**config.mk**
```make
export PLATFORM = sky130hd
export DESIGN_NAME = dcache_ctrl
export DESIGN_NICKNAME = d
export VERILOG_FILES = /design/src/source/dcache_pkg.sv /design/src/source/dcache_ctrl.sv
export SDC_FILE = /design/constraint.sdc
export NUM_CORES = 1
export LEC_CHECK = 0
export BUFFER_PORTS_ARGS = -buffer_cell sky130_fd_sc_hd__buf_2
export CAP_MARGIN = 20
export CORE_ASPECT_RATIO = 1.1
export CORE_MARGIN = 2
export CORE_UTILIZATION = 40
export CTS_CLUSTER_SIZE = 8
export DETAILED_ROUTE_END_ITERATION = 6
export GPL_TIMING_DRIVEN = 1
export PLACE_DENSITY = 0.78
export SYNTH_ARGS = -nofsm -noshare
export SYNTH_HDL_FRONTEND = slang
export SYNTH_SLANG_ARGS = --single-unit
```
**constraint.sdc**
```tcl
create_clock -name clk -period 1.5 [get_ports clk]
set_clock_uncertainty 0.05 [all_clocks]
set_input_delay 0.075 -clock clk [delete_from_list [all_inputs] [get_ports clk]]
set_output_delay 0.075 -clock clk [all_outputs]
set_load 0.1 [all_outputs]
```
**src/source/dcache_pkg.sv**
```systemverilog
package dcache_pkg;

    // word and line geometry
    localparam int WORD_W         = 32;
    localparam int WORDS_PER_LINE = 4;
    localparam int LINE_W         = WORD_W * WORDS_PER_LINE;
    localparam int OFFSET_W       = 4;   // byte offset within a line
    localparam int ADDR_W         = 32;
    localparam int STRB_W         = WORD_W / 8;

    typedef logic [WORD_W-1:0] word_t;
    typedef logic [ADDR_W-1:0] addr_t;
    typedef logic [STRB_W-1:0] wstrb_t;
    typedef logic [LINE_W-1:0] line_t;   // word 0 in the low bits

    // one CPU access, as issued and as buffered for its lookup cycle
    typedef struct packed {
        logic   op;      // 1 = store
        addr_t  addr;
        word_t  wdata;
        wstrb_t wstrb;
    } cpu_req_t;

    // victim line on its way back to memory
    typedef struct packed {
        addr_t addr;     // line aligned
        line_t data;
    } mem_wr_t;

endpackage

```
**src/source/dcache_ctrl.sv**
```systemverilog
`timescale 1ns/1ps

module dcache_ctrl (
    input  logic                 clk,
    input  logic                 reset,

    input  logic                 req_valid,
    input  dcache_pkg::cpu_req_t req,

    input  logic                 hit,
    input  logic                 victim_dirty,

    input  logic                 mem_rd_rdy,
    input  logic                 mem_ret_valid,
    input  logic                 mem_wr_rdy,
    input  logic                 mem_wr_done,

    output logic                 busy,
    output logic                 mem_rd_req,
    output dcache_pkg::addr_t    mem_rd_addr,
    output logic                 mem_wr_req,

    output logic                 lookup_en,
    output dcache_pkg::addr_t    lookup_addr,
    output dcache_pkg::cpu_req_t buf_req,
    output logic                 commit,
    output logic                 refill_we
);
    import dcache_pkg::*;

    typedef enum logic [2:0] {
        LOOKUP,
        MISS_DIRTY,
        WRITEBACK,
        MISS_CLEAN,
        REFILL,
        REFILL_DONE
    } cache_state_e;

    cache_state_e state;
    cache_state_e next_state;
    logic         buf_valid;   // buffered request is in its lookup cycle
    logic         miss;

    // request buffer held through the whole miss sequence
    always_ff @(posedge clk) begin
        if (req_valid)
            buf_req <= req;
    end

    always_ff @(posedge clk) begin
        if (reset)
            buf_valid <= 1'b0;
        else
            buf_valid <= lookup_en;   // refill done replays the buffered request
    end

    assign lookup_en   = req_valid || (state == REFILL_DONE);
    assign lookup_addr = (state == REFILL_DONE) ? buf_req.addr : req.addr;

    assign miss      = (state == LOOKUP) && buf_valid && !hit;
    assign busy      = (state != LOOKUP) || miss;
    assign commit    = (state == LOOKUP) && buf_valid && hit && buf_req.op;
    assign refill_we = (state == REFILL) && mem_ret_valid;

    assign mem_rd_req  = (state == MISS_CLEAN);
    assign mem_wr_req  = (state == MISS_DIRTY);
    assign mem_rd_addr = buf_req.addr & ~addr_t'((1 << OFFSET_W) - 1);

    always_ff @(posedge clk) begin
        if (reset)
            state <= LOOKUP;
        else
            state <= next_state;
    end

    always_comb begin
        next_state = state;
        case (state)
            LOOKUP: begin
                if (miss)
                    next_state = victim_dirty ? MISS_DIRTY : MISS_CLEAN;
            end
            MISS_DIRTY: begin
                if (mem_wr_rdy)
                    next_state = WRITEBACK;
            end
            WRITEBACK: begin
                if (mem_wr_done)
                    next_state = MISS_CLEAN;
            end
            MISS_CLEAN: begin
                if (mem_rd_rdy)
                    next_state = REFILL;
            end
            REFILL: begin
                if (mem_ret_valid)
                    next_state = REFILL_DONE;
            end
            REFILL_DONE: next_state = LOOKUP;   // one cycle of relookup
            default:     next_state = LOOKUP;
        endcase
    end

    // the CPU must hold off while the cache is busy
    a_no_req_when_busy: assert property (
        @(posedge clk) disable iff (reset) req_valid |-> !busy
    ) else $error("req_valid=%h while busy=%h", req_valid, busy);

endmodule

```
==> summary.md, run 1 <==
| Metric | Value |
|---|---|
| Run status | finished with violations |
| Violated checks | negative setup slack |
| Per-instance average area after synthesis | 17.7 um^2 |
| Post-DRT Antenna Nets | 0 |
| Leading cell types by count after synthesis | sky130_fd_sc_hd__edfxtp_1 (69), sky130_fd_sc_hd__buf_4 (35), sky130_fd_sc_hd__mux2_2 (31), sky130_fd_sc_hd__dfxtp_1 (4) |
| Via density | about 4.7 |
| Power after layout | 0.00753 W |
| WP data required | approximately 1.4 ns |
| Largest net degree at the start of global routing | 45 |
| Unrepaired setup endpoints after global routing | true |
| Synth Area in Compound Gates | 0.0189 |
| Setup crit end kind | output pin |
| Net total in the final layout | 520 |
| Total power density per cell area | 1310 mW/mm^2 |
| Antenna violations before repair | 0 |
| Worst setup slack for register-to-register paths | between 0.2 and 0.25 ns |
| Setup-violating endpoint count in the final report | 33 |
| Via count | 2,525 |
| Insertion delay to the later sink of the worst-skew pair | between 0.3 and 0.4 ns |
| Area share of the largest cell type after synthesis | 0.694 |
| Worst voltage drop across the vdd grid | just under 1000 uV |
| Dpl ws | 0.0811 ns |
| Initial standard-cell utilization of the core | 0.406 |
| Root buffer cell | sky130_fd_sc_hd__clkbuf_8 |
| Mean routed wirelength per cell | 17.9 um |
| Crit path kind | flip-flop to output pin |
| Highest Clock Rate | 601 MHz |
| Placeable Area | around 0.0073 mm^2 |
| Sequential cell area fraction in the yosys report | 0.721 |
| Post-synthesis mux area share | 0.124 |
| TritonCTS Buffers | 9 |
| Maximum cell stage delay along the critical path | 0.34 ns |
| Via count of the first global-routing pass | 2,736 |
| Synthesis-to-finish area growth | 92.8% |
| Ys flop type | sky130_fd_sc_hd__edfxtp_1 |
| GRT overflow | 0 |
| Worst Max-Slew Pin Slew | 0.512 ns |
| Ranking of synthesized cells by area | sky130_fd_sc_hd__edfxtp_1 (69%), sky130_fd_sc_hd__mux2_2 (12%), sky130_fd_sc_hd__buf_4 (8.8%) |
| Overall die area | 0.00817 mm^2 |
| Max-slew headroom | 0.661 |
| Number of enable-type register cells in the synthesized netlist | 69 |
| Critical path's most frequent cell | sky130_fd_sc_hd__buf_12 |
| Drc violations | 0 |
| TritonCTS clock tree | yes |
| Worst-path cell chain | nand3b_4 -> buf_12 -> mux2_4 -> buf_12 |
| Synth async-reset ratio | 0 |
| Finished Core Util | 0.783 |
| Post-synthesis cell type count | 24 |
| Port Buf Inserts | 212 |
| Global placement routability congestion | 0.787 |
| Ports placed on the boundary | around 220 |
| Cell with the most instances after synthesis | sky130_fd_sc_hd__edfxtp_1 |
| Cell area after synthesis | 0.00299 mm^2 |
| Slowest CP cell | sky130_fd_sc_hd__dfxtp_2 |
| Buffers and inverters on the worst path | 2 |
| Most area-hungry cell type in the Yosys netlist | sky130_fd_sc_hd__edfxtp_1 |
| Post-synthesis share of cell area spent on and, or, nand and nor gates | 0.0339 |
| Global routing usage summed across all routing layers | 0.227 |
| Yosys reg bits | 73 |
| Largest buffer count on any clock path | 2 |
| Clock input transition at the sequential cells of the worst setup and hold paths | approximately 0.070 ns |
| Main combinational cell family by area after synthesis | multiplexers |
| Top delay family on crit path | buffers and inverters |
| Classification of the worst-slack hold path | input pin to flip-flop |
| First-pass DRT Iterations | 4 |
| Arithmetic-cell share of the synthesized area counting full adders, half adders and majority gates | 0 |
| Max Transition Viols Final | 0 |
| Minimum clock period after layout | 1.67 ns |
| Horizontal die dimension | approximately 86 um |
| Post-route fraction of the period consumed by the critical path | 1.11 |
| Starting DRC count in detailed routing | 86 |
| Hold violation total from the final report | 0 |
| H-tree levels | 3 |
| Proportion of layout cells with a drive suffix above 1 | 0.637 |
| Number of clock sinks | 73 |
| CP Max Fanout | 15 |
| Aggregate routed wire length | 9520 um |
| Crit path DAT | 1.54 ns |
| DPL Wire Length | roughly 5300 um |
| Synthesized instance count | 169 |
| Wire length of the first global-routing pass | 13,900 um |
| Count of inserted antenna diode cells | 0 |
| Yosys warnings | 0 |
| Die H | 94.6 um |
| Startpoint class of the critical path | flip-flop |
| Leak | 2.69 nW |
| Total of max-cap violations | 0 |
| Standard-cell row count | 33 |
| Worst-case setup margin in the final layout | -0.165 ns |
| Post-Synth XOR/XNOR Area | 0 |
## layout by cell type (no fill, tap or decap), types with 2 or more instances in the layout
cell,n
sky130_fd_sc_hd__buf_4,3
sky130_fd_sc_hd__dlygate4sd3_1,72
sky130_fd_sc_hd__clkbuf_8,9
sky130_fd_sc_hd__edfxtp_1,69
sky130_fd_sc_hd__buf_2,174
sky130_fd_sc_hd__buf_12,41
sky130_fd_sc_hd__nor2_1,3
sky130_fd_sc_hd__nor3b_4,2
sky130_fd_sc_hd__conb_1,4
sky130_fd_sc_hd__buf_6,7
sky130_fd_sc_hd__o21ai_0,2
sky130_fd_sc_hd__dfxtp_2,3
sky130_fd_sc_hd__bufinv_16,4
sky130_fd_sc_hd__mux2_4,32
sky130_fd_sc_hd__nand2_1,2
## path summary, 6_finish.rpt
path / to / from / cells after the start
setup / recovery: lookup_addr[20] / state[1]$_SDFFE_PP0P_ / 4
setup reg to reg: state[0]$_SDFFE_PP0P_ / state[1]$_SDFFE_PP0P_ / 5
hold / removal: state[0]$_SDFFE_PP0P_ / mem_wr_done / 4
hold reg to reg: state[1]$_SDFFE_PP0P_ / state[2]$_SDFFE_PP0P_ / 2
## stage by stage
stage	instance area, um^2	hold WS (ns)	setup TNS (ns)	instances
floorplan	3150	0.0966	-2.13	172
global placement	4210	0.202	0	441
detailed placement	4210	0.203	0	441
CTS	5720	0.0463	-5.24	532
global route	5760	0.0737	-6.96	533
finish	5760	0.0874	-4.82	533
## state kept, by name, summed over array words and instances (netlist names)
signal and flops:
state 3, buf_valid 1, buf_req 69
## logic make-up after synthesis
group | count (synthesis)
AND/OR/NAND/NOR | 15
buffers and inverters | 39
other | 1
AO/OA/AOI/OAI | 8
flip-flops | 73
multiplexers | 33
## tightest hold or removal path: stages
cell and delay (ns):
sky130_fd_sc_hd__buf_2 0.08, sky130_fd_sc_hd__a211oi_1 0.06, sky130_fd_sc_hd__o21ai_0 0.08, sky130_fd_sc_hd__o211a_1 0.14
## per-layer routing
layer,GRT usage,wire (um)
met5,0,0
met4,0.0807,172
met3,0.0673,643
met2,0.433,5390
met1,0.232,3320
## what timing repair did
| action | CTS | global route |
|---|---|---|
| resized for setup | 135 | 8 |
| endpoints found under the setup margin | 35 | 37 |
| hold endpoints to repair | 73 | 0 |
| pin swaps | 3 | 3 |
| setup buffers | 4 | 1 |
| gates cloned | 0 | 0 |
| hold buffers | 72 | 0 |
## final cells by class
class                      instances  area (um^2)
tap                               87          109
multi-input combinational         60          718
timing repair buffer             297         2510
fill                             386         1590
clock buffer                      10          128
clock inverter                     5          129
inverter                           1         3.75
sequential                        73         2160
## power by group
part / switching, W / internal [W] / total, W / leakage (nW)
sequential: 0.0000870 / 0.00241 / 0.00250 / 0.709
clock: 0.000713 / 0.00127 / 0.00198 / 0.127
combinational: 0.00234 / 0.000709 / 0.00305 / 1.86
(Power assumes the default switching activity.)
==> inputs of run 2 (changes only) <==
Settings changed: ABC_AREA set to 1, CELL_PAD_IN_SITES_DETAIL_PLACEMENT set to 1, CELL_PAD_IN_SITES_GLOBAL_PLACEMENT set to 2, CORE_UTILIZATION 40 to 25, PLACE_DENSITY 0.78 to 0.79.
==> summary.md, run 2 <==
| Metric | Value |
|---|---|
| Total negative slack | -6.36 ns (-1.54 ns) |
| Buffers and inverters on the worst path | 3 (+1) |
| Overall die area | 0.0134 mm^2 (+64%) |
| Post-DRT Antenna Nets | 0 (unchanged) |
| Global routing usage summed across all routing layers | 0.150 (-0.0765) |
| Proportion of layout cells with a drive suffix above 1 | 0.609 (-0.0278) |
| Worst setup slack for register-to-register paths | 0.13 ns (-0.09 ns) |
| Horizontal die dimension | 111 um (+28%) |
| Ranking of synthesized cells by area | sky130_fd_sc_hd__edfxtp_1 (66%), sky130_fd_sc_hd__mux2_4 (13%), sky130_fd_sc_hd__buf_4 (7.7%) |
| Max Transition Viols Final | 0 (unchanged) |
| Cell area after synthesis | 0.00313 mm^2 (+4.9%) |
| Synthesized instance count | 192 (+14%) |
| Worst Hold Slack | 0.0895 ns (+0.00213 ns) |
| Port Buf Inserts | 212 (unchanged) |
| Power after layout | 0.00881 W (+17%) |
| Unrepaired setup endpoints after global routing | true |
| Number of enable-type register cells in the synthesized netlist | 69 (unchanged) |
| Aggregate routed wire length | 10,600 um (+11%) |
| Mean routed wirelength per cell | 17.0 um (-4.9%) |
| Via density | 4.10 (-13%) |
| Sequential cell area fraction in the yosys report | 0.687 (-0.0337) |
| Worst-case setup margin in the final layout | -0.201 ns (-0.0362 ns) |
| Finished Core Util | 0.491 (-0.292) |
| Largest net degree at the start of global routing | 46 (+2.2%) |
| H-tree levels | 3 (unchanged) |
| Classification of the worst-slack hold path | input pin to flip-flop |
| Slowest CP cell | sky130_fd_sc_hd__dfxtp_2 |
| Leading registers by flop count | buf_req (69), state (3), buf_valid (1) |
| Worst-path cell chain | inv_2 -> nor2_4 -> nand2_4 -> buf_12 -> mux2_4 -> buf_12 |
| Max-slew headroom | 0.648 (-0.0132) |
| Root buffer cell | sky130_fd_sc_hd__clkbuf_16 |
| Die H | 121 um (+28%) |
| Critical path's most frequent cell | sky130_fd_sc_hd__buf_12 |
| Top reg by flops | buf_req |
| Insertion delay to the later sink of the worst-skew pair | 0.32 ns (about the same) |
| Top delay family on crit path | buffers and inverters |
| Area share of the largest cell type after synthesis | 0.662 (-0.0324) |
| Drc violations | 0 (unchanged) |
| Number of clock sinks | 73 (unchanged) |
| Violated checks | negative setup slack |
| Run status | finished with violations |
| Net total in the final layout | 541 (+4.0%) |
| Starting DRC count in detailed routing | 69 (-20%) |
| Commonest cells after routing, fill and taps aside | sky130_fd_sc_hd__buf_2 (174), sky130_fd_sc_hd__dlygate4sd3_1 (70), sky130_fd_sc_hd__edfxtp_1 (69), sky130_fd_sc_hd__buf_12 (42), sky130_fd_sc_hd__mux2_4 (32) |
| Maximum cell stage delay along the critical path | 0.33 ns (about the same) |
| Via count | 2,559 (+1.3%) |
| Synthesis-to-finish area growth | 90.3% |
| Most area-hungry cell type in the Yosys netlist | sky130_fd_sc_hd__edfxtp_1 |
| CP Max Fanout | 17 (+2) |
| Met1 Routed Length | 3550 um (+6.9%) |
| Cell with the most instances after synthesis | sky130_fd_sc_hd__edfxtp_1 |
| Setup crit end kind | output pin |
| TritonCTS clock tree | yes |
| Hold violation total from the final report | 0 (unchanged) |
| Worst voltage drop across the vdd grid | 1030 uV (+5.7%) |
| Post-synthesis cell type count | 20 (-17%) |
| Ys flop type | sky130_fd_sc_hd__edfxtp_1 |
| Leading cell types by count after synthesis | sky130_fd_sc_hd__edfxtp_1 (69), sky130_fd_sc_hd__buf_4 (32), sky130_fd_sc_hd__mux2_4 (28), sky130_fd_sc_hd__nor2_1 (12), sky130_fd_sc_hd__inv_1 (11) |
| Most frequent standard cell in the layout excluding fill and tap cells | sky130_fd_sc_hd__buf_2 |
| Placeable Area | 0.0121 mm^2 (+65%) |
| Total power density per cell area | 1480 mW/mm^2 (+13%) |
| Global placement routability congestion | 0.802 (+2.0%) |
| Worst Max-Slew Pin Slew | 0.532 ns (+0.0200 ns) |
| Wire length of the first global-routing pass | 15,500 um (+12%) |
| Amount of wire on met2 after detailed routing | 6260 um (+16%) |
| Crit path kind | flip-flop to output pin |
| Dpl cells | 534 (+21%) |
| Startpoint class of the critical path | flip-flop |
| Clock input transition at the sequential cells of the worst setup and hold paths | 0.05 ns (-0.02 ns) |
| Yosys warnings | 0 (unchanged) |
| Minimum clock period after layout | 1.70 ns (+0.0362 ns) |
| Largest buffer count on any clock path | 2 (unchanged) |
| Antenna violations before repair | 1 (+1) |
| DPL Wire Length | 7120 um (+35%) |
| Count of non-filler cells in the finished layout | 624 (+17%) |
| First-pass DRT Iterations | 3 (-1) |
| Via count of the first global-routing pass | 2,803 (+2.4%) |
| Synth async-reset ratio | 0 (unchanged) |
| TritonCTS Buffers | 9 (unchanged) |
| Setup-violating endpoint count in the final report | 34 (+3.0%) |
| Standard-cell row count | 42 (+27%) |
| Per-instance average area after synthesis | 16.3 um^2 (-7.7%) |
| WP data required | 1.37 ns (about the same) |
| Yosys reg bits | 73 (unchanged) |
| Total of max-cap violations | 0 (unchanged) |
| Top Metal Used | met4 |
| Highest Clock Rate | 588 MHz (-2.1%) |
| GRT overflow | 0 (unchanged) |
| Flip-flop count of the largest register, all copies and words added | 69 (unchanged) |
| Leak | 2.77 nW (+2.7%) |
| Crit path DAT | 1.58 ns (+0.04 ns) |
| Post-route fraction of the period consumed by the critical path | 1.13 (+0.0241) |
| Initial standard-cell utilization of the core | 0.258 (-0.148) |
| Ports placed on the boundary | 217 (unchanged) |
| Met3 layer wire length in the routed design | 511 um (-21%) |
## run 2: logic make-up (layout without fill, tap and decap cells)
logic type	count (synthesis)	after routing	share of synthesized area
AOI/OAI and AO/OA	5	5	0.00839
buffers and inverters	48	321	0.106
muxes	32	32	0.149
and+or+nand+nor	33	33	0.0483
other	1	6	0.00120
DFF	73	73	0.687
## run 2: area by class of cell
type                       count  area, um^2
tap                          154         193
clock buffer                  10         229
timing repair buffer         293        2470
antenna                        2        5.00
multi-input combinational     74         749
inverter                      12        45.0
clock inverter                 6         106
sequential                    73        2160
fill                        1274        6180
## run 2: stage by stage
step,worst slack [ns],cell area [um^2]
floorplan,-0.239,3220
global placement,0.143,4880
detailed placement,0.0990,4880
CTS,-0.241,5930
global route,-0.266,5960
finish,-0.201,5960
## run 2: layer usage
| layer | track usage | vias up |
|---|---|---|
| li1 | - | 1194 |
| met1 | 0.144 | 1232 |
| met2 | 0.299 | 115 |
| met3 | 0.0445 | 18 |
| met4 | 0.0578 | 0 |
| met5 | 0 | - |
## run 2: path summary, 6_finish.rpt
path,startpoint,end,cells after the start
setup / recovery,state[0]$_SDFFE_PP0P_,lookup_addr[11],6
hold / removal,victim_dirty,state[1]$_SDFFE_PP0P_,6
setup reg to reg,state[1]$_SDFFE_PP0P_,state[1]$_SDFFE_PP0P_,8
hold reg to reg,state[1]$_SDFFE_PP0P_,state[1]$_SDFFE_PP0P_,3
## run 2: worst reg2reg max path, stage by stage, from the launching register on
cell and delay (ns):
sky130_fd_sc_hd__dfxtp_4 0.37, sky130_fd_sc_hd__buf_4 0.17, sky130_fd_sc_hd__nand2_4 0.07, sky130_fd_sc_hd__nor2_4 0.15
sky130_fd_sc_hd__nand2_1 0.07, sky130_fd_sc_hd__nand2_1 0.11, sky130_fd_sc_hd__nor2_1 0.07, sky130_fd_sc_hd__a21oi_1 0.13
sky130_fd_sc_hd__nor2_1 0.06
## run 2: timing repair
action | 4_1_cts | 5_1_grt
resized for setup | 2 | 6
endpoints found under the hold margin | 71 | 0
buffers inserted | 1 | 1
cloned | 0 | 0
setup endpoints to repair | 36 | 37
hold buffers | 70 | 0
## run 2: report_power, final
part / switching [W] / total [W] / internal (W) / leakage, nW
clock: 0.000803 / 0.00242 / 0.00162 / 0.162
combinational: 0.00286 / 0.00384 / 0.000982 / 1.90
sequential: 0.000110 / 0.00255 / 0.00244 / 0.710
